$ cat config.mk
export PLATFORM = sky130hd
export DESIGN_NAME = vita_tx_core
export DESIGN_NICKNAME = d
export VERILOG_FILES = /design/src/tx_cfg_pkg.sv /design/src/tx_pkt_pkg.sv /design/src/setting_reg.sv /design/src/time_compare.sv /design/src/vita_time_counter.sv /design/src/tx_sample_fifo.sv /design/src/vita_tx_control.sv /design/src/vita_tx_core.sv
export SDC_FILE = /design/constraint.sdc
export NUM_CORES = 1
export LEC_CHECK = 0
export BUFFER_PORTS_ARGS = -buffer_cell sky130_fd_sc_hd__buf_2
export CAP_MARGIN = 20
export CELL_PAD_IN_SITES_DETAIL_PLACEMENT = 0
export CELL_PAD_IN_SITES_GLOBAL_PLACEMENT = 1
export CORE_MARGIN = 2
export CORE_UTILIZATION = 50
export CTS_CLUSTER_DIAMETER = 40
export CTS_CLUSTER_SIZE = 30
export DETAILED_ROUTE_END_ITERATION = 8
export GPL_ROUTABILITY_DRIVEN = 0
export HOLD_SLACK_MARGIN = 0.05
export PLACE_DENSITY_LB_ADDON = 0.1
export SLEW_MARGIN = 10
export SYNTH_ARGS = -nofsm -noshare
export SYNTH_HDL_FRONTEND = slang
export SYNTH_SLANG_ARGS = --single-unit
$ cat constraint.sdc
create_clock -name clk -period 19.9 [get_ports clk]
set_input_delay 3.98 -clock clk [delete_from_list [all_inputs] [get_ports clk]]
set_output_delay 3.98 -clock clk [all_outputs]
set_load 0.005 [all_outputs]
$ cat src/tx_cfg_pkg.sv
/*
 * Settings bus and error policy definitions for the transmit timing stage.
 * Register offsets are added to a block base address by each user.
 */
package tx_cfg_pkg;

   typedef logic [7:0] set_addr_t;

   // One write per strobe, decoded by each register against its own address
   typedef struct packed {
      logic       stb;
      set_addr_t  addr;
      logic [31:0] data;
   } set_bus_t;

   localparam int OFS_TIME_HI = 0;
   localparam int OFS_TIME_LO = 1;
   localparam int OFS_POLICY  = 3;

   // Bit 0 is wait, bit 1 next packet, bit 2 next burst
   typedef struct packed {
      logic next_burst;
      logic next_packet;
      logic wait_en;
   } policy_t;

endpackage

$ cat src/tx_pkt_pkg.sv
/*
 * Packet word, time and status code definitions for the transmit stage.
 * Shared by the sample queue, the time logic and the burst control FSM.
 */
package tx_pkt_pkg;

   typedef logic [63:0] vita_time_t;
   typedef logic [15:0] seqnum_t;
   typedef logic [31:0] sample_t;
   typedef logic [15:0] code_kind_t;

   // One deframed sample with its packet header fields alongside
   typedef struct packed {
      sample_t    sample;
      logic       seqnum_err;
      logic       send_at;
      logic       sob;
      logic       eob;
      logic       eop;
      seqnum_t    seqnum;
      vita_time_t send_time;
   } pkt_word_t;

   typedef struct packed {
      seqnum_t    seqnum;
      code_kind_t kind;
   } status_code_t;

   localparam code_kind_t EOB_ACK            = 16'd1;
   localparam code_kind_t UNDERRUN           = 16'd2;
   localparam code_kind_t SEQ_ERROR          = 16'd4;
   localparam code_kind_t TIME_ERROR         = 16'd8;
   localparam code_kind_t UNDERRUN_MIDPKT    = 16'd16;
   localparam code_kind_t SEQ_ERROR_MIDBURST = 16'd32;

   typedef enum logic [2:0] {IDLE, RUN, CONT_BURST, ERROR, ERROR_DONE, ERROR_WAIT} ctrl_state_t;

endpackage

$ cat src/setting_reg.sv
/*
 * Single 32-bit register on the settings bus at address ADDR.
 * changed_o pulses for one cycle after each write.
 */
`timescale 1ns/100ps

module setting_reg #(
   parameter int          ADDR      = 0,
   parameter logic [31:0] RESET_VAL = '0
) (
   input  logic                 clk,
   input  logic                 rst_n_i,
   input  tx_cfg_pkg::set_bus_t set_i,
   output logic [31:0]          value_o,
   output logic                 changed_o
);

   logic hit;

   assign hit = set_i.stb && (set_i.addr == tx_cfg_pkg::set_addr_t'(ADDR));

   always_ff @(posedge clk or negedge rst_n_i)
   begin
      if (!rst_n_i)
      begin
         value_o   <= RESET_VAL;
         changed_o <= 1'b0;
      end
      else
      begin
         changed_o <= hit;
         if (hit)
            value_o <= set_i.data;
      end
   end

endmodule

$ cat src/time_compare.sv
/*
 * Compares the running vita time against a packet trigger time.
 * All results come from a single 65-bit subtraction.
 */
`timescale 1ns/100ps

module time_compare #(
   parameter tx_pkt_pkg::vita_time_t TOO_EARLY_TICKS = 64'd100_000_000
) (
   input  tx_pkt_pkg::vita_time_t now_time_i,
   input  tx_pkt_pkg::vita_time_t trigger_time_i,
   output logic                   now_o,
   output logic                   early_o,
   output logic                   late_o,
   output logic                   too_early_o
);

   // Trigger minus now, the top bit is the borrow
   logic [64:0] diff;

   assign diff = {1'b0, trigger_time_i} - {1'b0, now_time_i};

   assign now_o       = (diff == '0);
   assign late_o      = diff[64];
   assign early_o     = ~diff[64] & ~now_o;
   // Trigger further ahead than the allowed window
   assign too_early_o = early_o & (diff[63:0] > TOO_EARLY_TICKS);

endmodule

$ cat src/vita_time_counter.sv
/*
 * Free-running vita time in clock ticks.
 * Write the high word first, the write to the low word loads both.
 */
`timescale 1ns/100ps

module vita_time_counter #(
   parameter int CFG_BASE = 0
) (
   input  logic                   clk,
   input  logic                   rst_n_i,
   input  tx_cfg_pkg::set_bus_t   set_i,
   output tx_pkt_pkg::vita_time_t vita_time_o
);

   logic [31:0] time_hi;
   logic [31:0] time_lo;
   logic        lo_changed;

   setting_reg #(.ADDR(CFG_BASE + tx_cfg_pkg::OFS_TIME_HI), .RESET_VAL('0)) u_sr_hi (
      .clk       (clk),
      .rst_n_i   (rst_n_i),
      .set_i     (set_i),
      .value_o   (time_hi),
      .changed_o ()
   );

   setting_reg #(.ADDR(CFG_BASE + tx_cfg_pkg::OFS_TIME_LO), .RESET_VAL('0)) u_sr_lo (
      .clk       (clk),
      .rst_n_i   (rst_n_i),
      .set_i     (set_i),
      .value_o   (time_lo),
      .changed_o (lo_changed)
   );

   always_ff @(posedge clk or negedge rst_n_i)
   begin
      if (!rst_n_i)
         vita_time_o <= '0;
      else if (lo_changed)
         vita_time_o <= {time_hi, time_lo};
      else
         vita_time_o <= vita_time_o + 64'd1;
   end

endmodule

$ cat src/tx_sample_fifo.sv
/*
 * Packet word queue between the deframer and the burst control.
 * Both sides move a word when source-ready and destination-ready are high.
 */
`timescale 1ns/100ps

module tx_sample_fifo #(
   parameter int FIFO_DEPTH = 8
) (
   input  logic                  clk,
   input  logic                  rst_n_i,
   input  logic                  clear_i,
   input  tx_pkt_pkg::pkt_word_t word_i,
   input  logic                  src_rdy_i,
   output logic                  dst_rdy_o,
   output tx_pkt_pkg::pkt_word_t word_o,
   output logic                  src_rdy_o,
   input  logic                  dst_rdy_i
);

   localparam int AW = $clog2(FIFO_DEPTH);

   tx_pkt_pkg::pkt_word_t mem [FIFO_DEPTH];
   logic [AW-1:0]         wr_ptr;
   logic [AW-1:0]         rd_ptr;
   logic [AW:0]           count;
   logic                  push;
   logic                  pop;

   assign dst_rdy_o = (count != (AW+1)'(FIFO_DEPTH));
   assign src_rdy_o = (count != '0);
   assign word_o    = mem[rd_ptr];

   assign push = src_rdy_i & dst_rdy_o;
   assign pop  = src_rdy_o & dst_rdy_i;

   always_ff @(posedge clk)
   begin
      if (push)
         mem[wr_ptr] <= word_i;
   end

   always_ff @(posedge clk or negedge rst_n_i)
   begin
      if (!rst_n_i)
      begin
         wr_ptr <= '0;
         rd_ptr <= '0;
         count  <= '0;
      end
      else if (clear_i)
      begin
         wr_ptr <= '0;
         rd_ptr <= '0;
         count  <= '0;
      end
      else
      begin
         if (push)
            wr_ptr <= wr_ptr + 1'b1;
         if (pop)
            rd_ptr <= rd_ptr + 1'b1;
         // Simultaneous push and pop leaves the fill unchanged
         if (push && !pop)
            count <= count + 1'b1;
         else if (pop && !push)
            count <= count - 1'b1;
      end
   end

endmodule

$ cat src/vita_tx_control.sv
/*
 * Burst and packet control for the transmit path. Releases queued samples
 * to the DSP strobe at once or at the packet send time, and reports
 * burst acks and underrun, late and sequence errors as status codes.
 */
`timescale 1ns/100ps

module vita_tx_control #(
   parameter int                     CFG_BASE        = 0,
   parameter int                     IDLE_TIMEOUT    = 1000000,
   parameter tx_pkt_pkg::vita_time_t TOO_EARLY_TICKS = 64'd100_000_000
) (
   input  logic                     clk,
   input  logic                     rst_n_i,
   input  logic                     clear_i,
   input  tx_cfg_pkg::set_bus_t     set_i,
   input  tx_pkt_pkg::vita_time_t   vita_time_i,
   input  tx_pkt_pkg::pkt_word_t    word_i,
   input  logic                     src_rdy_i,
   input  logic                     strobe_i,
   output logic                     dst_rdy_o,
   output tx_pkt_pkg::sample_t      sample_o,
   output logic                     run_o,
   output logic                     error_o,
   output logic                     ack_o,
   output tx_pkt_pkg::status_code_t error_code_o,
   output logic                     packet_consumed_o
);

   localparam int CW = $clog2(IDLE_TIMEOUT + 1);

   tx_pkt_pkg::ctrl_state_t state;
   tx_cfg_pkg::policy_t     policy;
   logic [31:0]             policy_reg;
   logic                    now, late, too_early;
   logic                    late_del, late_qual;
   logic [CW-1:0]           countdown;

   function automatic tx_pkt_pkg::status_code_t make_code(tx_pkt_pkg::code_kind_t kind);
      tx_pkt_pkg::status_code_t code;
      code.seqnum = word_i.seqnum;
      code.kind   = kind;
      return code;
   endfunction

   time_compare #(.TOO_EARLY_TICKS(TOO_EARLY_TICKS)) u_cmp (
      .now_time_i     (vita_time_i),
      .trigger_time_i (word_i.send_time),
      .now_o          (now),
      .early_o        (),
      .late_o         (late),
      .too_early_o    (too_early)
   );

   setting_reg #(.ADDR(CFG_BASE + tx_cfg_pkg::OFS_POLICY), .RESET_VAL('0)) u_sr_policy (
      .clk       (clk),
      .rst_n_i   (rst_n_i),
      .set_i     (set_i),
      .value_o   (policy_reg),
      .changed_o ()
   );

   assign policy = tx_cfg_pkg::policy_t'(policy_reg[2:0]);

   // Pop on strobe while running, drain every cycle in ERROR
   assign dst_rdy_o = (state == tx_pkt_pkg::ERROR) | (strobe_i & (state == tx_pkt_pkg::RUN));

   // Late only counts after two cycles with a word waiting and unconsumed
   always_ff @(posedge clk or negedge rst_n_i)
   begin
      if (!rst_n_i)
      begin
         late_del  <= 1'b0;
         late_qual <= 1'b0;
      end
      else if (clear_i)
      begin
         late_del  <= 1'b0;
         late_qual <= 1'b0;
      end
      else
      begin
         late_del  <= late;
         late_qual <= src_rdy_i & ~dst_rdy_o;
      end
   end

   always_ff @(posedge clk or negedge rst_n_i)
   begin
      if (!rst_n_i)
      begin
         state        <= tx_pkt_pkg::IDLE;
         error_o      <= 1'b0;
         ack_o        <= 1'b0;
         error_code_o <= '0;
      end
      else if (clear_i)
      begin
         state        <= tx_pkt_pkg::IDLE;
         error_o      <= 1'b0;
         ack_o        <= 1'b0;
         error_code_o <= '0;
      end
      else
      begin
         error_o <= 1'b0;
         ack_o   <= 1'b0;
         case (state)
            tx_pkt_pkg::IDLE:
            begin
               if (src_rdy_i)
               begin
                  if (word_i.seqnum_err)
                  begin
                     state        <= tx_pkt_pkg::ERROR;
                     error_code_o <= make_code(tx_pkt_pkg::SEQ_ERROR);
                     error_o      <= 1'b1;
                  end
                  else if (!word_i.send_at || now)
                     state <= tx_pkt_pkg::RUN;
                  else if ((late_qual && late_del) || too_early)
                  begin
                     state        <= tx_pkt_pkg::ERROR;
                     error_code_o <= make_code(tx_pkt_pkg::TIME_ERROR);
                     error_o      <= 1'b1;
                  end
               end
            end
            tx_pkt_pkg::RUN:
            begin
               if (strobe_i)
               begin
                  if (!src_rdy_i)
                  begin
                     state        <= tx_pkt_pkg::ERROR;
                     error_code_o <= make_code(tx_pkt_pkg::UNDERRUN_MIDPKT);
                     error_o      <= 1'b1;
                  end
                  else if (word_i.eop && word_i.eob)
                  begin
                     // Burst done, acknowledged through the ERROR_DONE step
                     state        <= tx_pkt_pkg::ERROR_DONE;
                     error_code_o <= make_code(tx_pkt_pkg::EOB_ACK);
                     ack_o        <= 1'b1;
                  end
                  else if (word_i.eop)
                     state <= tx_pkt_pkg::CONT_BURST;
               end
            end
            tx_pkt_pkg::CONT_BURST:
            begin
               if (strobe_i)
               begin
                  if (policy.next_packet)
                     state <= tx_pkt_pkg::ERROR_DONE;
                  else if (policy.wait_en)
                     state <= tx_pkt_pkg::ERROR_WAIT;
                  else
                     state <= tx_pkt_pkg::ERROR;
                  error_code_o <= make_code(tx_pkt_pkg::UNDERRUN);
                  error_o      <= 1'b1;
               end
               else if (src_rdy_i)
               begin
                  if (word_i.seqnum_err)
                  begin
                     state        <= tx_pkt_pkg::ERROR;
                     error_code_o <= make_code(tx_pkt_pkg::SEQ_ERROR_MIDBURST);
                     error_o      <= 1'b1;
                  end
                  else
                     state <= tx_pkt_pkg::RUN;
               end
            end
            tx_pkt_pkg::ERROR:
            begin
               if (src_rdy_i && word_i.eop)
               begin
                  if (policy.next_packet || (policy.next_burst && word_i.eob))
                     state <= tx_pkt_pkg::IDLE;
                  else if (policy.wait_en)
                     state <= tx_pkt_pkg::ERROR_WAIT;
               end
            end
            tx_pkt_pkg::ERROR_DONE:
               state <= tx_pkt_pkg::IDLE;
            // ERROR_WAIT holds until clear_i
            default:
               state <= state;
         endcase
      end
   end

   always_ff @(posedge clk or negedge rst_n_i)
   begin
      if (!rst_n_i)
         sample_o <= '0;
      else if (clear_i || !run_o)
         sample_o <= '0;
      else if (strobe_i && state == tx_pkt_pkg::RUN && src_rdy_i)
         sample_o <= word_i.sample;
   end

   // Run holds for IDLE_TIMEOUT cycles outside RUN, or drops at end of burst
   always_ff @(posedge clk or negedge rst_n_i)
   begin
      if (!rst_n_i)
      begin
         run_o     <= 1'b0;
         countdown <= '0;
      end
      else if (clear_i)
      begin
         run_o     <= 1'b0;
         countdown <= '0;
      end
      else if (state == tx_pkt_pkg::RUN)
      begin
         if (word_i.eob && word_i.eop && strobe_i && src_rdy_i)
            run_o <= 1'b0;
         else
         begin
            run_o     <= 1'b1;
            countdown <= CW'(IDLE_TIMEOUT);
         end
      end
      else if (countdown == '0)
         run_o <= 1'b0;
      else
         countdown <= countdown - 1'b1;
   end

   always_ff @(posedge clk or negedge rst_n_i)
   begin
      if (!rst_n_i)
         packet_consumed_o <= 1'b0;
      else if (clear_i)
         packet_consumed_o <= 1'b0;
      else
         packet_consumed_o <= word_i.eop & src_rdy_i & dst_rdy_o;
   end

endmodule

$ cat src/vita_tx_core.sv
/*
 * Transmit timing stage top. Deframed packet words pass a sample queue
 * and are released to the DSP strobe by the burst control.
 */
`timescale 1ns/100ps

module vita_tx_core #(
   parameter int                     CFG_BASE        = 0,
   parameter int                     FIFO_DEPTH      = 8,
   parameter int                     IDLE_TIMEOUT    = 1000000,
   parameter tx_pkt_pkg::vita_time_t TOO_EARLY_TICKS = 64'd100_000_000
) (
   input  logic                     clk,
   input  logic                     rst_n_i,
   input  logic                     clear_i,
   input  tx_cfg_pkg::set_bus_t     set_i,
   input  tx_pkt_pkg::pkt_word_t    pkt_i,
   input  logic                     pkt_src_rdy_i,
   output logic                     pkt_dst_rdy_o,
   input  logic                     strobe_i,
   output tx_pkt_pkg::sample_t      sample_o,
   output logic                     run_o,
   output logic                     error_o,
   output logic                     ack_o,
   output tx_pkt_pkg::status_code_t error_code_o,
   output logic                     packet_consumed_o,
   output tx_pkt_pkg::vita_time_t   vita_time_o
);

   tx_pkt_pkg::pkt_word_t  q_word;
   logic                   q_src_rdy;
   logic                   q_dst_rdy;
   tx_pkt_pkg::vita_time_t vita_time;

   assign vita_time_o = vita_time;

   tx_sample_fifo #(.FIFO_DEPTH(FIFO_DEPTH)) u_fifo (
      .clk       (clk),
      .rst_n_i   (rst_n_i),
      .clear_i   (clear_i),
      .word_i    (pkt_i),
      .src_rdy_i (pkt_src_rdy_i),
      .dst_rdy_o (pkt_dst_rdy_o),
      .word_o    (q_word),
      .src_rdy_o (q_src_rdy),
      .dst_rdy_i (q_dst_rdy)
   );

   // Time keeps running through clear_i
   vita_time_counter #(.CFG_BASE(CFG_BASE)) u_time (
      .clk         (clk),
      .rst_n_i     (rst_n_i),
      .set_i       (set_i),
      .vita_time_o (vita_time)
   );

   vita_tx_control #(
      .CFG_BASE        (CFG_BASE),
      .IDLE_TIMEOUT    (IDLE_TIMEOUT),
      .TOO_EARLY_TICKS (TOO_EARLY_TICKS)
   ) u_ctrl (
      .clk               (clk),
      .rst_n_i           (rst_n_i),
      .clear_i           (clear_i),
      .set_i             (set_i),
      .vita_time_i       (vita_time),
      .word_i            (q_word),
      .src_rdy_i         (q_src_rdy),
      .strobe_i          (strobe_i),
      .dst_rdy_o         (q_dst_rdy),
      .sample_o          (sample_o),
      .run_o             (run_o),
      .error_o           (error_o),
      .ack_o             (ack_o),
      .error_code_o      (error_code_o),
      .packet_consumed_o (packet_consumed_o)
   );

endmodule

==> summary.md, run 1 <==
The logs give 0 ns for the accumulated negative setup slack and 0.479 ns for the worst hold slack. The number of different library cells used by synthesis comes to 86. For the pin count of the biggest net entering global routing, the log shows 153. The share of post-route cells with drive strength above 1 is 0.270. Fill cells in the final layout number 7,606. The logs give 0.505 for the starting density of the core and 28 for the initial antenna violation count. The proportion of register bits with asynchronous set or reset after synthesis is 0.195, and the total via count in the routed design is 28,900. Clock tree synthesis inserted a total of 152 buffers. The capture point of the worst reg-to-reg path was u_ctrl.error_code_o[23]$_DFFE_PN0P_. Post-layout instance count excluding filler cells: 4,945. The count of flip-flops with a built-in enable after synthesis is 928, and the relative slew slack is 0.304. The root buffer cell chosen for the clock tree is sky130_fd_sc_hd__clkbuf_16.

The tools report the reported max-cap violation count as 0. The worst register-to-register path begins at u_fifo.rd_ptr[0]$_DFFE_PN0P_. Buffers placed on the I/O ports in this run total 284.

Clock-pin slew was measured on the worst setup and hold paths at 0.06 ns. Ranked by instance count, the synthesized netlist is headed by sky130_fd_sc_hd__edfxtp_1 (928), sky130_fd_sc_hd__nand2_1 (330), sky130_fd_sc_hd__mux4_2 (232), sky130_fd_sc_hd__dfrtp_1 (225), sky130_fd_sc_hd__o21ai_0 (174). The setup check on the worst reg-to-reg path leaves a slack of 11.86 ns. After technology mapping, the gate count stands at 3,179. Yosys instantiated no cell more often than sky130_fd_sc_hd__edfxtp_1.

The number of nets still failing antenna checks after routing was 0; the transition time at the pin with the least slew margin was 1.04 ns. In the routed design, unresolved DRC markers number 0. In this run the static leakage power is 0.0204 uW. The tools report the sequential share of the synthesized area as 0.673. The design draws 7030 uW. The layout net count is 3,755. The flip-flop and latch count after synthesis works out to 1,153. The H-tree was split into 4 levels. Summed over all layers, the global routing overflow is 0. The proportion of netlist area held by the largest area contributor was 0.560; the area of the placeable core was 0.0986 sq mm. For the total detailed-routing wirelength, the log shows 123,000 microns.

The first detailed-routing pass ran for 5 iterations. The total routing usage reported by global routing was 0.243. The post-CTS repair timing setup buffer count came out at 0. CTS saw 1,153 sinks. STA classifies the critical path startpoint as a flop. The initial DRC count came out at 2,480. The tools report the total count of max-transition violations in the final report as 0. After legalization and detailed placement, the total HPWL measured 78,200 microns. The endpoint type of the worst setup path was a flop. During synthesis, Yosys emitted a total of 0 warnings. TritonCTS built the clock tree. Path type of the worst setup path: reg -> reg.

The run gives 0 as the count of endpoints failing hold in the final timing report. Measured along the x axis, the die boundary spans 319 microns. In the final routed layout, each cell accounts on average for 24.9 microns. The final period utilization works out to 0.404. For this design the top-level I/O count stands at 296. Setup repair after global routing left no endpoint under its margin.

The run finished with clean final reports. Summing every instance area after synthesis gives 0.0498 sq mm. Post-CTS repair changed the size of 0 cells.

The most critical setup path has its startpoint at u_fifo.rd_ptr[0]$_DFFE_PN0P_. The chip height is 319 microns. In the final layout, the multi-input gates occupy 0.0154 sq mm. The endpoint of the worst setup timing path is u_ctrl.error_code_o[23]$_DFFE_PN0P_. Between clock sinks in the finished design, the worst skew comes to 0.0246 ns.

In this run the deepest clock path goes through 3 buffers. The first global-routing pass estimated 184,000 microns of wire. The power per cell area was 122 mW/mm^2. The number of cells on the worst reg-to-reg path is 19. The number of placed instances, taps included, is 4,654. The register cell area after layout was 0.0335 sq mm. For the finished layout, the period the worst path requires is 8.04 ns. In this run the mean area of a mapped cell was 15.7 sq um.

Primary flip-flop cell chosen by synthesis mapping: sky130_fd_sc_hd__edfxtp_1. The die covers 0.102 sq mm. Setup violations remaining at the end of the flow were counted as 0. The worst-case IR drop observed on VDD is 0.0992 mV. Yosys attributes the largest share of cell area to sky130_fd_sc_hd__edfxtp_1 (56%), sky130_fd_sc_hd__dfrtp_1 (11%), sky130_fd_sc_hd__mux4_2 (11%), sky130_fd_sc_hd__nand2_1 (2.5%), sky130_fd_sc_hd__mux2_2 (2.3%). For the maximum clock rate, the log shows 124 MHz. The initialized floorplan defines 115 standard-cell rows.

In this run the worst path has a maximum fanout of 107. The post-detailed-route via-to-cell ratio was 5.84; the synthesis-to-layout area growth was 16.2%. The endpoint arrival time on the critical path is 8.68 ns. For the number of global-route vias before repair, the log shows 29,800. The clock latency on the worst-skew pair came out at 0.76 ns. The data required time of the worst path is 20.54 ns. The path class of the tightest hold or removal check is reg -> reg. Of all cell types, the one taking the most synthesized area is sky130_fd_sc_hd__edfxtp_1.

In this run, post-CTS hold repair placed 0 buffers.
[stage by stage]
step	worst slack, ns	utilization	instance area, sq um
2_1_floorplan	3.93	-	49800
3_3_place_gp	11.74	0.534	52600
3_5_place_dp	11.62	0.534	52600
4_1_cts	11.60	0.587	57800
5_1_grt	11.23	0.587	57800
6_report	11.86	0.587	57800
[logic make-up after synthesis]
logic type,Yosys count,share of synthesized area
fa+ha+maj,71,0.0180
flops,1153,0.673
buf+inv,237,0.0193
xor+xnor,119,0.0209
other cells,1,0.0000754
compound gates,454,0.0553
mux,413,0.146
simple gates,731,0.0675
[placed cells by master, fill, tap and decap left out, types with 21 or more instances in the layout]
cell type / synthesis / routed
sky130_fd_sc_hd__o21ai_0: 174 / 174
sky130_fd_sc_hd__mux2i_1: 62 / 62
sky130_fd_sc_hd__a21oi_1: 116 / 115
sky130_fd_sc_hd__nor2_1: 146 / 143
sky130_fd_sc_hd__xnor2_1: 98 / 98
sky130_fd_sc_hd__xor2_1: 21 / 21
sky130_fd_sc_hd__inv_1: 90 / 90
sky130_fd_sc_hd__mux2_2: 103 / 103
sky130_fd_sc_hd__dfrtp_1: 225 / 221
sky130_fd_sc_hd__nand2_1: 330 / 329
sky130_fd_sc_hd__inv_6: 0 / 27
sky130_fd_sc_hd__nor3_1: 51 / 47
sky130_fd_sc_hd__edfxtp_1: 928 / 928
sky130_fd_sc_hd__buf_4: 11 / 40
sky130_fd_sc_hd__ha_1: 70 / 70
sky130_fd_sc_hd__nor4_1: 25 / 24
sky130_fd_sc_hd__clkbuf_16: 0 / 155
sky130_fd_sc_hd__mux4_2: 232 / 232
sky130_fd_sc_hd__nand3_1: 48 / 48
sky130_fd_sc_hd__nand4_1: 42 / 42
sky130_fd_sc_hd__buf_2: 10 / 283
[metal layers]
metal / share of wire / GRT usage / up-vias
li1: - / - / 13000
met1: 0.42 / 0.321 / 14700
met2: 0.49 / 0.401 / 879
met3: 0.064 / 0.0567 / 213
met4: 0.026 / 0.0784 / 36
met5: 0.0018 / 0 / -
[registers in the layout, summed over array words and instances, names as in the netlist]
| name | count |
|---|---|
| u_ctrl.error_code_o | 22 |
| u_time.u_sr_lo.value_o | 32 |
| u_ctrl.late_qual | 1 |
| u_ctrl.ack_o | 1 |
| u_ctrl.u_sr_policy.value_o | 3 |
| u_ctrl.run_o | 1 |
| u_ctrl.error_o | 1 |
| u_time.u_sr_hi.value_o | 32 |
| u_time.vita_time_o | 64 |
| u_ctrl.packet_consumed_o | 1 |
| u_fifo.wr_ptr | 3 |
| u_fifo.rd_ptr | 3 |
| u_ctrl.late_del | 1 |
| u_fifo.mem | 928 |
| u_ctrl.countdown | 20 |
| u_time.u_sr_lo.changed_o | 1 |
| u_fifo.count | 4 |
| u_ctrl.state | 3 |
| u_ctrl.sample_o | 32 |
[worst min-delay path by stage]
stage / startpoint / endpoint / slack, ns / cells past startpoint
after floorplan: u_time.u_sr_lo.value_o[1]$_DFFE_PN0P_ / u_time.u_sr_lo.value_o[1]$_DFFE_PN0P_ / 0.44 / 2
after global placement: u_ctrl.sample_o[18]$_DFFE_PN0P_ / u_ctrl.sample_o[18]$_DFFE_PN0P_ / 0.46 / 2
after detailed placement: u_time.u_sr_lo.value_o[20]$_DFFE_PN0P_ / u_time.u_sr_lo.value_o[20]$_DFFE_PN0P_ / 0.46 / 2
after CTS: u_time.u_sr_lo.value_o[31]$_DFFE_PN0P_ / u_time.u_sr_lo.value_o[31]$_DFFE_PN0P_ / 0.48 / 2
after global routing: u_time.u_sr_lo.value_o[31]$_DFFE_PN0P_ / u_time.u_sr_lo.value_o[31]$_DFFE_PN0P_ / 0.49 / 2
final: u_time.u_sr_hi.value_o[17]$_DFFE_PN0P_ / u_time.vita_time_o[49]$_DFF_PN0_ / 0.48 / 2
[power by group]
| group | total [uW] | switching (uW) | internal, uW | leakage, uW |
|---|---|---|---|---|
| clock network | 2710 | 1110 | 1600 | 0.00252 |
| logic | 1450 | 847 | 606 | 0.00637 |
| registers | 2860 | 87.1 | 2780 | 0.0115 |
[final cells by class]
type	instances	share of cell area
Sequential cell	1153	0.579
Inverter	90	0.00584
Timing Repair Buffer	326	0.0306
Clock buffer	168	0.0684
Tap cell	1287	0.0278
Clock inverter	117	0.0214
Multi-Input combinational cell	1798	0.266
Antenna cell	6	0.000260
[critical path, cell delays in order, from the launching register on]
cell and delay [ns]:
sky130_fd_sc_hd__dfrtp_4 0.95, sky130_fd_sc_hd__buf_12 0.66, sky130_fd_sc_hd__buf_4 0.76, sky130_fd_sc_hd__mux4_2 0.60, sky130_fd_sc_hd__mux2_2 0.29, sky130_fd_sc_hd__ha_1 0.43
sky130_fd_sc_hd__a21oi_1 0.38, sky130_fd_sc_hd__o21ai_0 0.27, sky130_fd_sc_hd__a21oi_1 0.22, sky130_fd_sc_hd__o21ai_0 0.12, sky130_fd_sc_hd__a211oi_1 0.55, sky130_fd_sc_hd__nand3b_1 0.15
sky130_fd_sc_hd__mux2i_1 0.13, sky130_fd_sc_hd__o21ai_0 0.12, sky130_fd_sc_hd__or4b_4 0.56, sky130_fd_sc_hd__nor4_4 0.56, sky130_fd_sc_hd__a31o_2 0.28, sky130_fd_sc_hd__a21oi_4 0.05
sky130_fd_sc_hd__buf_4 0.29, sky130_fd_sc_hd__mux2_4 0.36
No activity file was read; power rests on OpenSTA's default activity.
==> run 2, diff against run 1 <==
- CORE_UTILIZATION: 50 -> 47
- clock period: 19.9 -> 6.98 ns (I/O delays scaled with it)
==> summary.md, run 2 (synthesized netlist as in run 1, its figures left out) <==
The run finished with clean final reports. The share of post-route cells with drive strength above 1 came out at 0.273. Worst hold slack: 0.477 ns. The maximum clock rate is 158 MHz, and the maximum fanout encountered on the critical timing path is 21. The first-pass iteration count of the detailed router is 5, and the reported max-cap violation count is 0.

For the post-CTS repair timing setup buffer count, the log shows 0. The number of clock sinks seen by CTS came out at 1,153. The first global-routing pass estimated 190,000 microns of wire. The number of clock buffers added by TritonCTS is 150. The total count of max-transition violations in the final report was 0; the port buffer count was 284. The highest cell delay on the worst timing path is 0.61 ns, and the initial DRC count is 2,363. Leaving out filler cells and counting taps, the final layout contains 5,059.

Setup repair after global routing left no endpoint under its margin. The area of the placeable core was 0.105 sq mm; the maximum level of the CTS H-tree was 4. For the number of nets still failing antenna checks after routing, the log shows 0. For this run, design rule violations remaining after detail routing come to 0. Traced cell by cell, the critical path runs through buf_12 -> mux4_2 -> mux2_2 -> ha_1 -> a21oi_1 -> o21ai_0 -> a21oi_1 -> nand2_1 -> nor4b_2 -> o31ai_1 -> a21oi_1 -> nor4_1 -> buf_4 -> or2_1 -> a31o_2 -> a21oi_4 -> buf_12 -> mux2_2. Dividing the detail-routed wire length by the instance count gives 25.2 microns. The clock root buffer master is sky130_fd_sc_hd__clkbuf_16. After floorplanning, the core was divided into 119 placement rows. Data arrives at the worst endpoint at 6.95 ns. TritonCTS built the clock tree.

Entering global routing, the biggest net connects 131 pins. Clock-pin slew on the worst setup and hold paths: 0.06 ns. In this design, the critical path's most frequently occurring cell is sky130_fd_sc_hd__a21oi_1. The cell count after placement is 4,781, and the largest clock skew in the final design is 0.0293 ns.

The total routing usage reported by global routing is 0.237, and the accumulated negative setup slack is 0 ns. The startpoint type of the worst setup path is a flop. The wire-length estimate of the detail-placed layout is 79,300 microns. Leaving out fill and tap cells, the most frequent cell in the layout is sky130_fd_sc_hd__edfxtp_1.

The run gives 27 as the initial antenna violation count. The number of global-route vias before repair is 30,000, and the starting density of the core is 0.473. Synthesis-to-layout area growth: 17.4%. Summed over all layers, the global routing overflow is 0.

The final period utilization works out to 0.908. The overall die width is 329 microns, and the layout net count is 3,776. The power per cell area is 349 mW/mm^2, and the final cell utilization of the core is 0.556.

The library cells used most frequently in the layout, excluding fill and tap cells, are sky130_fd_sc_hd__edfxtp_1 (928), sky130_fd_sc_hd__nand2_1 (329), sky130_fd_sc_hd__buf_2 (283). For the pin with the worst max-slew slack, the measured transition is 1.07 ns. The flip-flop count of the largest register after layout was 928; the total detailed-routing wirelength was 127,000 microns. The critical path is of the reg -> reg type. Across the VDD grid, the largest voltage drop is 0.223 mV. Data required time of the worst path: 7.59 ns. Type of the tightest min-delay check: reg -> reg. The count of endpoints failing hold in the final timing report came out at 0.

The register ranked first by flip-flop count was u_fifo.mem. The largest individual stage delay along the critical path comes from the cell sky130_fd_sc_hd__dfrtp_4. The number of gates resized after CTS was 0. The boundary pin count is 296, and the total chip power is 20,400 uW. In the final layout, the registers with the most flip-flops are u_fifo.mem: 928 flops, u_time.vita_time_o: 64 flops. The worst setup path is captured at a flop. The later pin in the worst-skew pair is clocked with a latency of 0.74 ns. Summed over all cells, the static leakage comes to 0.0206 uW.

The number of endpoints failing setup at the final stage is 0. The relative slew slack was 0.288. The post-layout minimum cycle time was 6.34 ns; the total via count in the routed design was 29,100.

Measured along the y axis, the die boundary spans 329 microns. The count of hold-fix buffers inserted at cts was 0. In this run the deepest clock path goes through 3 buffers. The die covers 0.108 sq mm. In the routed layout, each cell is associated on average with a via count of 5.76.
## run 2: where the power goes
| part | leakage [uW] | internal (uW) | switching [uW] | total (uW) |
|---|---|---|---|---|
| combinational | 0.00654 | 1810 | 2500 | 4320 |
| clock | 0.00253 | 4880 | 3040 | 7910 |
| sequential | 0.0115 | 7920 | 229 | 8150 |
| total | 0.0206 | 14600 | 5770 | 20400 |
## run 2: critical path: cells and delay by family, from the launching register on
kind / cells / cell delay [ns]
simple gates: 4 / 1.05
flops: 1 / 0.61
compound gates: 7 / 2.15
mux: 3 / 1.20
buf+inv: 3 / 0.67
fa+ha+maj: 1 / 0.46
## run 2: path summary, 6_finish.rpt
path	slack, ns	end	start	cells past startpoint
hold reg to reg	0.48	u_time.u_sr_lo.value_o[2]$_DFFE_PN0P_	u_time.u_sr_lo.value_o[2]$_DFFE_PN0P_	2
hold / removal	0.48	u_time.u_sr_lo.value_o[2]$_DFFE_PN0P_	u_time.u_sr_lo.value_o[2]$_DFFE_PN0P_	2
setup reg to reg	0.64	u_ctrl.error_code_o[16]$_DFFE_PN0P_	u_fifo.rd_ptr[0]$_DFFE_PN0P_	18
max in group asynchronous	4.92	u_ctrl.error_code_o[28]$_DFFE_PN0P_	rst_n_i	2
setup / recovery	0.64	u_ctrl.error_code_o[16]$_DFFE_PN0P_	u_fifo.rd_ptr[0]$_DFFE_PN0P_	18
min in group asynchronous	0.63	u_time.u_sr_lo.value_o[7]$_DFFE_PN0P_	rst_n_i	1
## run 2: routing by layer
metal,global-route usage,share of wire,up-vias
met1,0.316,0.42,15000
li1,-,-,13100
met5,0,0.0014,-
met2,0.397,0.50,877
met4,0.0604,0.021,26
met3,0.0510,0.064,201
## run 2: cell type report
cell class / count / area [sq um]
fill: 8429 / 46700
sequential: 1153 / 33500
antenna: 5 / 12.5
clock inverter: 106 / 1280
timing repair buffer: 349 / 2170
tap: 1391 / 1740
inverter: 90 / 338
multi-input combinational: 1798 / 15400
clock buffer: 167 / 3960
## run 2: per-stage QoR
stage          instance area, sq um  worst slack [ns]
3_5_place_dp                  53200             0.667
2_1_floorplan                 49800             -3.26
5_1_grt                       58400             0.361
3_3_place_gp                  53200             0.700
6_report                      58400             0.643
4_1_cts                       58400             0.651
==> run 3, diff against run 2 <==
- CORE_UTILIZATION: 47 -> 50
- PLACE_DENSITY: default -> 0.75
- PLACE_DENSITY_LB_ADDON: 0.1 -> default
- SYNTH_HIERARCHICAL: default -> 1
- clock period: 6.98 -> 7.9 ns (I/O delays scaled with it)
==> summary.md, run 3 <==
The flow ran to the end, and the final reports show no timing, DRC or antenna violations. The worst reg-to-reg path cell count works out to 20. For this design the total switching power over the nets is 5960 uW. Endpoint with the worst hold slack: u_time/vita_time_o[14]$_DFF_PN0_. Leaving out fill and tap cells, the most frequent cell in the layout is sky130_fd_sc_hd__edfxtp_1. The total cell area at the placement stage was 0.0546 sq mm. The later pin in the worst-skew pair is clocked with a latency of 0.78 ns. The logs give 0.242 for the total routing usage reported by global routing and 0.578 for the final cell utilization of the core.

The share of post-route cells with drive strength above 1 is 0.289, and the synthesized area divided by synthesized cell count is 15.7 sq um. Type of the tightest min-delay check: reg -> reg. For the count of endpoints failing hold in the final timing report, the log shows 0. Clock root buffer master: sky130_fd_sc_hd__clkbuf_16. The post-detailed-route via-to-cell ratio works out to 6.02. In this run the vertical extent of the chip is 326 microns. In this run, post-CTS repair resized a total of 0 instances. The overall die width is 326 microns, and the flip-flop count of the largest register after layout is 928.

Setup total negative slack on the finished layout was measured at 0 ns. The data required time of the worst path is 8.55 ns. The count of fill cells added during filler insertion was 7,936.

The internal portion of the total power is 12,900 uW. For the pin with the worst max-slew slack, the measured transition is 1.04 ns. The detail route stage leaves a number of antenna-violating nets equal to 0. The tools report the netlist area before placement as 0.0519 sq mm. In this run, CTS created clock tree buffers numbering 143. The critical path is of the reg -> reg type. Total half-perimeter wirelength after legalization and detailed placement: 80,800 microns.

The tools report the area of the placeable core as 0.103 sq mm. TritonCTS built the clock tree. The maximum level of the CTS H-tree came out at 4. The maximum fanout encountered on the critical timing path is 38, and the post-CTS repair timing setup buffer count is 0.

After clock tree synthesis, the flow added hold-fix buffers numbering 0. The logs give 0.55 ns for the setup slack of the most critical reg-to-reg path and 3,845 for the layout net count. Setup repair after global routing left no endpoint under its margin.

The run gives 3 as the number of buffers on the longest clock path. The total chip power is 18,900 uW. The tools report the launching point of the worst reg2reg path as u_fifo/rd_ptr[0]$_DFFE_PN0P_.

The logs give 28 for the initial antenna violation count and 0.0594 ns for the largest clock skew in the final design. After the first detailed-routing iteration, the DRC count stood at 2,597. Register ranked first by flip-flop count: u_fifo/mem. First-pass iteration count of the detailed router: 7. For this design the ratio of total power to cell area is 316 mW/mm^2.

CTS saw 1,153 sinks. The logs give 0.106 sq mm for the area enclosed by the die boundary and 117 for the pin count of the biggest net entering global routing. The routed layout has 30,800 vias.

The top cell types in the final layout, fill and taps aside, are sky130_fd_sc_hd__edfxtp_1 (928), sky130_fd_sc_hd__buf_2 (283), sky130_fd_sc_hd__mux4_2 (232). Setup violations remaining at the end of the flow were counted as 0. The post-layout minimum cycle time was 7.35 ns. Timing would allow up to 136 MHz. After global routing the overflow that remains totals 0.

The first global-routing pass estimated 194,000 microns of wire. For the relative contribution of combinational cells to total power, the log shows 0.263. The relative slew slack is 0.309, and the routed wirelength normalized by instance count is 25.2 microns. IR analysis of the VDD net gives a maximum drop of 0.249 mV.

The run gives 0.503 as the starting density of the core. Across the run, the number of max-cap violations was 0. For the multi-input combinational cell area, the log shows 0.0170 sq mm. The number of global-route vias before repair is 30,900.

The logs give 0.352 for the clock power share and 3,303 for the cell count after synthesis. Switching part of the total power: 0.316. The worst hold path passes through 2 cells.

For this run, the number of standard cells in the final layout without fillers is 5,116. The final routed DRC violation total came out at 0. The tools report the endpoint type of the worst setup path as a flop.

During placement, the flow inserted port buffers numbering 284. The total count of max-transition violations in the final report was 0. For the total non-filler cell area in the finished layout, the log shows 0.0596 sq mm.

The startpoint identified for the worst hold timing path is u_time/u_sr_lo/value_o[14]$_DFFE_PN0P_. The tools report the leakage component of the power as 0.0211 uW. Clock-pin slew on the worst setup and hold paths: 0.06 ns.

During I/O placement, the number of pins put on the boundary was 296. The endpoint identified for the worst register-to-register timing path is u_ctrl/error_code_o[27]$_DFFE_PN0P_. The tools report the number of rows created at floorplan as 118. Relative to the synthesized area, the layout overhead comes to 15.0%.

Sequential share of power: 0.385. After detailed placement, the design holds a cell count of 4,844. The yosys synthesis warning count is 6. STA classifies the critical path startpoint as a flop. The routed design has 129,000 microns of wire. STA puts the critical path data arrival time at 8.01 ns. Final period utilization: 0.931.

The largest registers in the layout are u_fifo/mem: 928 flops, u_time/vita_time_o: 64 flops. In the final layout, flip-flops and latches occupy 0.0335 sq mm.
==> run 3: changes by cell type in the layout (fill, tap and decap cells not counted), moves of 31 or more <==
cell                      delta
sky130_fd_sc_hd__nand2_1   -151
sky130_fd_sc_hd__mux2i_1    -50
sky130_fd_sc_hd__mux2_4     +45
sky130_fd_sc_hd__xnor2_1    -60
sky130_fd_sc_hd__xor2_1     +31
sky130_fd_sc_hd__a22o_1     +31
==> run 3: stage by stage <==
step | hold slack (ns) | setup WS (ns)
detailed placement | 0.471 | 0.625
finish | 0.480 | 0.548
floorplan | 0.448 | -2.69
CTS | 0.472 | 0.610
global placement | 0.463 | 0.757
global route | 0.505 | 0.167
==> run 3: per-layer routing <==
layer	wire [microns]	global-route usage	up-vias
met1	54500	0.330	15800
met5	172	0	-
li1	-	-	13800
met4	3080	0.0722	26
met2	62300	0.391	1013
met3	8930	0.0525	218
==> run 3: worst max path at each step <==
stage          slack, ns                          from                                   to  cells past startpoint
5_1_grt             0.17  u_fifo/rd_ptr[0]$_DFFE_PN0P_   u_ctrl/error_code_o[1]$_DFFE_PN0P_                     20
4_1_cts             0.61  u_fifo/rd_ptr[0]$_DFFE_PN0P_   u_ctrl/error_code_o[3]$_DFFE_PN0P_                     20
3_5_place_dp        0.63  u_fifo/rd_ptr[0]$_DFFE_PN0P_  u_ctrl/error_code_o[30]$_DFFE_PN0P_                     20
3_3_place_gp        0.76  u_fifo/rd_ptr[0]$_DFFE_PN0P_   u_ctrl/error_code_o[3]$_DFFE_PN0P_                     20
6_report            0.55  u_fifo/rd_ptr[0]$_DFFE_PN0P_  u_ctrl/error_code_o[27]$_DFFE_PN0P_                     20
2_1_floorplan      -2.69                 pkt_src_rdy_i           u_fifo/mem[2][0]$_DFFE_PP_                      3
==> run 3: cell type report <==
class / instances / area share
Antenna cell: 7 / 0.000294
Clock buffer: 152 / 0.0607
Clock inverter: 113 / 0.0229
Inverter: 113 / 0.00715
Multi-Input combinational cell: 1856 / 0.285
Sequential cell: 1153 / 0.562
Tap cell: 1380 / 0.0290
Timing Repair Buffer: 342 / 0.0334
==> run 3: power groups by stage <==
stage	registers [uW]	clock network, uW	logic [uW]
after floorplan	7310	0	3690
after detailed placement	7380	0	4910
final	7260	6630	4960
after global placement	7360	0	4900
after global routing	7300	7000	5400
after CTS	7260	6750	4940
==> run 3: worst max-delay path, stage by stage (launching register included) <==
cell	delay, ns
sky130_fd_sc_hd__dfrtp_4	0.67
sky130_fd_sc_hd__buf_12	0.35
sky130_fd_sc_hd__mux4_2	0.54
sky130_fd_sc_hd__mux2_2	0.29
sky130_fd_sc_hd__ha_1	0.37
sky130_fd_sc_hd__nor2b_1	0.24
sky130_fd_sc_hd__o2111ai_1	0.21
sky130_fd_sc_hd__a2111oi_2	0.66
sky130_fd_sc_hd__o211ai_1	0.24
sky130_fd_sc_hd__a31oi_1	0.44
sky130_fd_sc_hd__mux2_2	0.43
sky130_fd_sc_hd__a2111oi_0	0.44
sky130_fd_sc_hd__nand4bb_1	0.14
sky130_fd_sc_hd__nor4b_1	0.35
sky130_fd_sc_hd__and4bb_1	0.40
sky130_fd_sc_hd__nand2b_1	0.20
sky130_fd_sc_hd__o2111ai_1	0.17
sky130_fd_sc_hd__a31oi_4	0.54
sky130_fd_sc_hd__buf_4	0.33
sky130_fd_sc_hd__o21ai_0	0.11
sky130_fd_sc_hd__o41ai_1	0.09
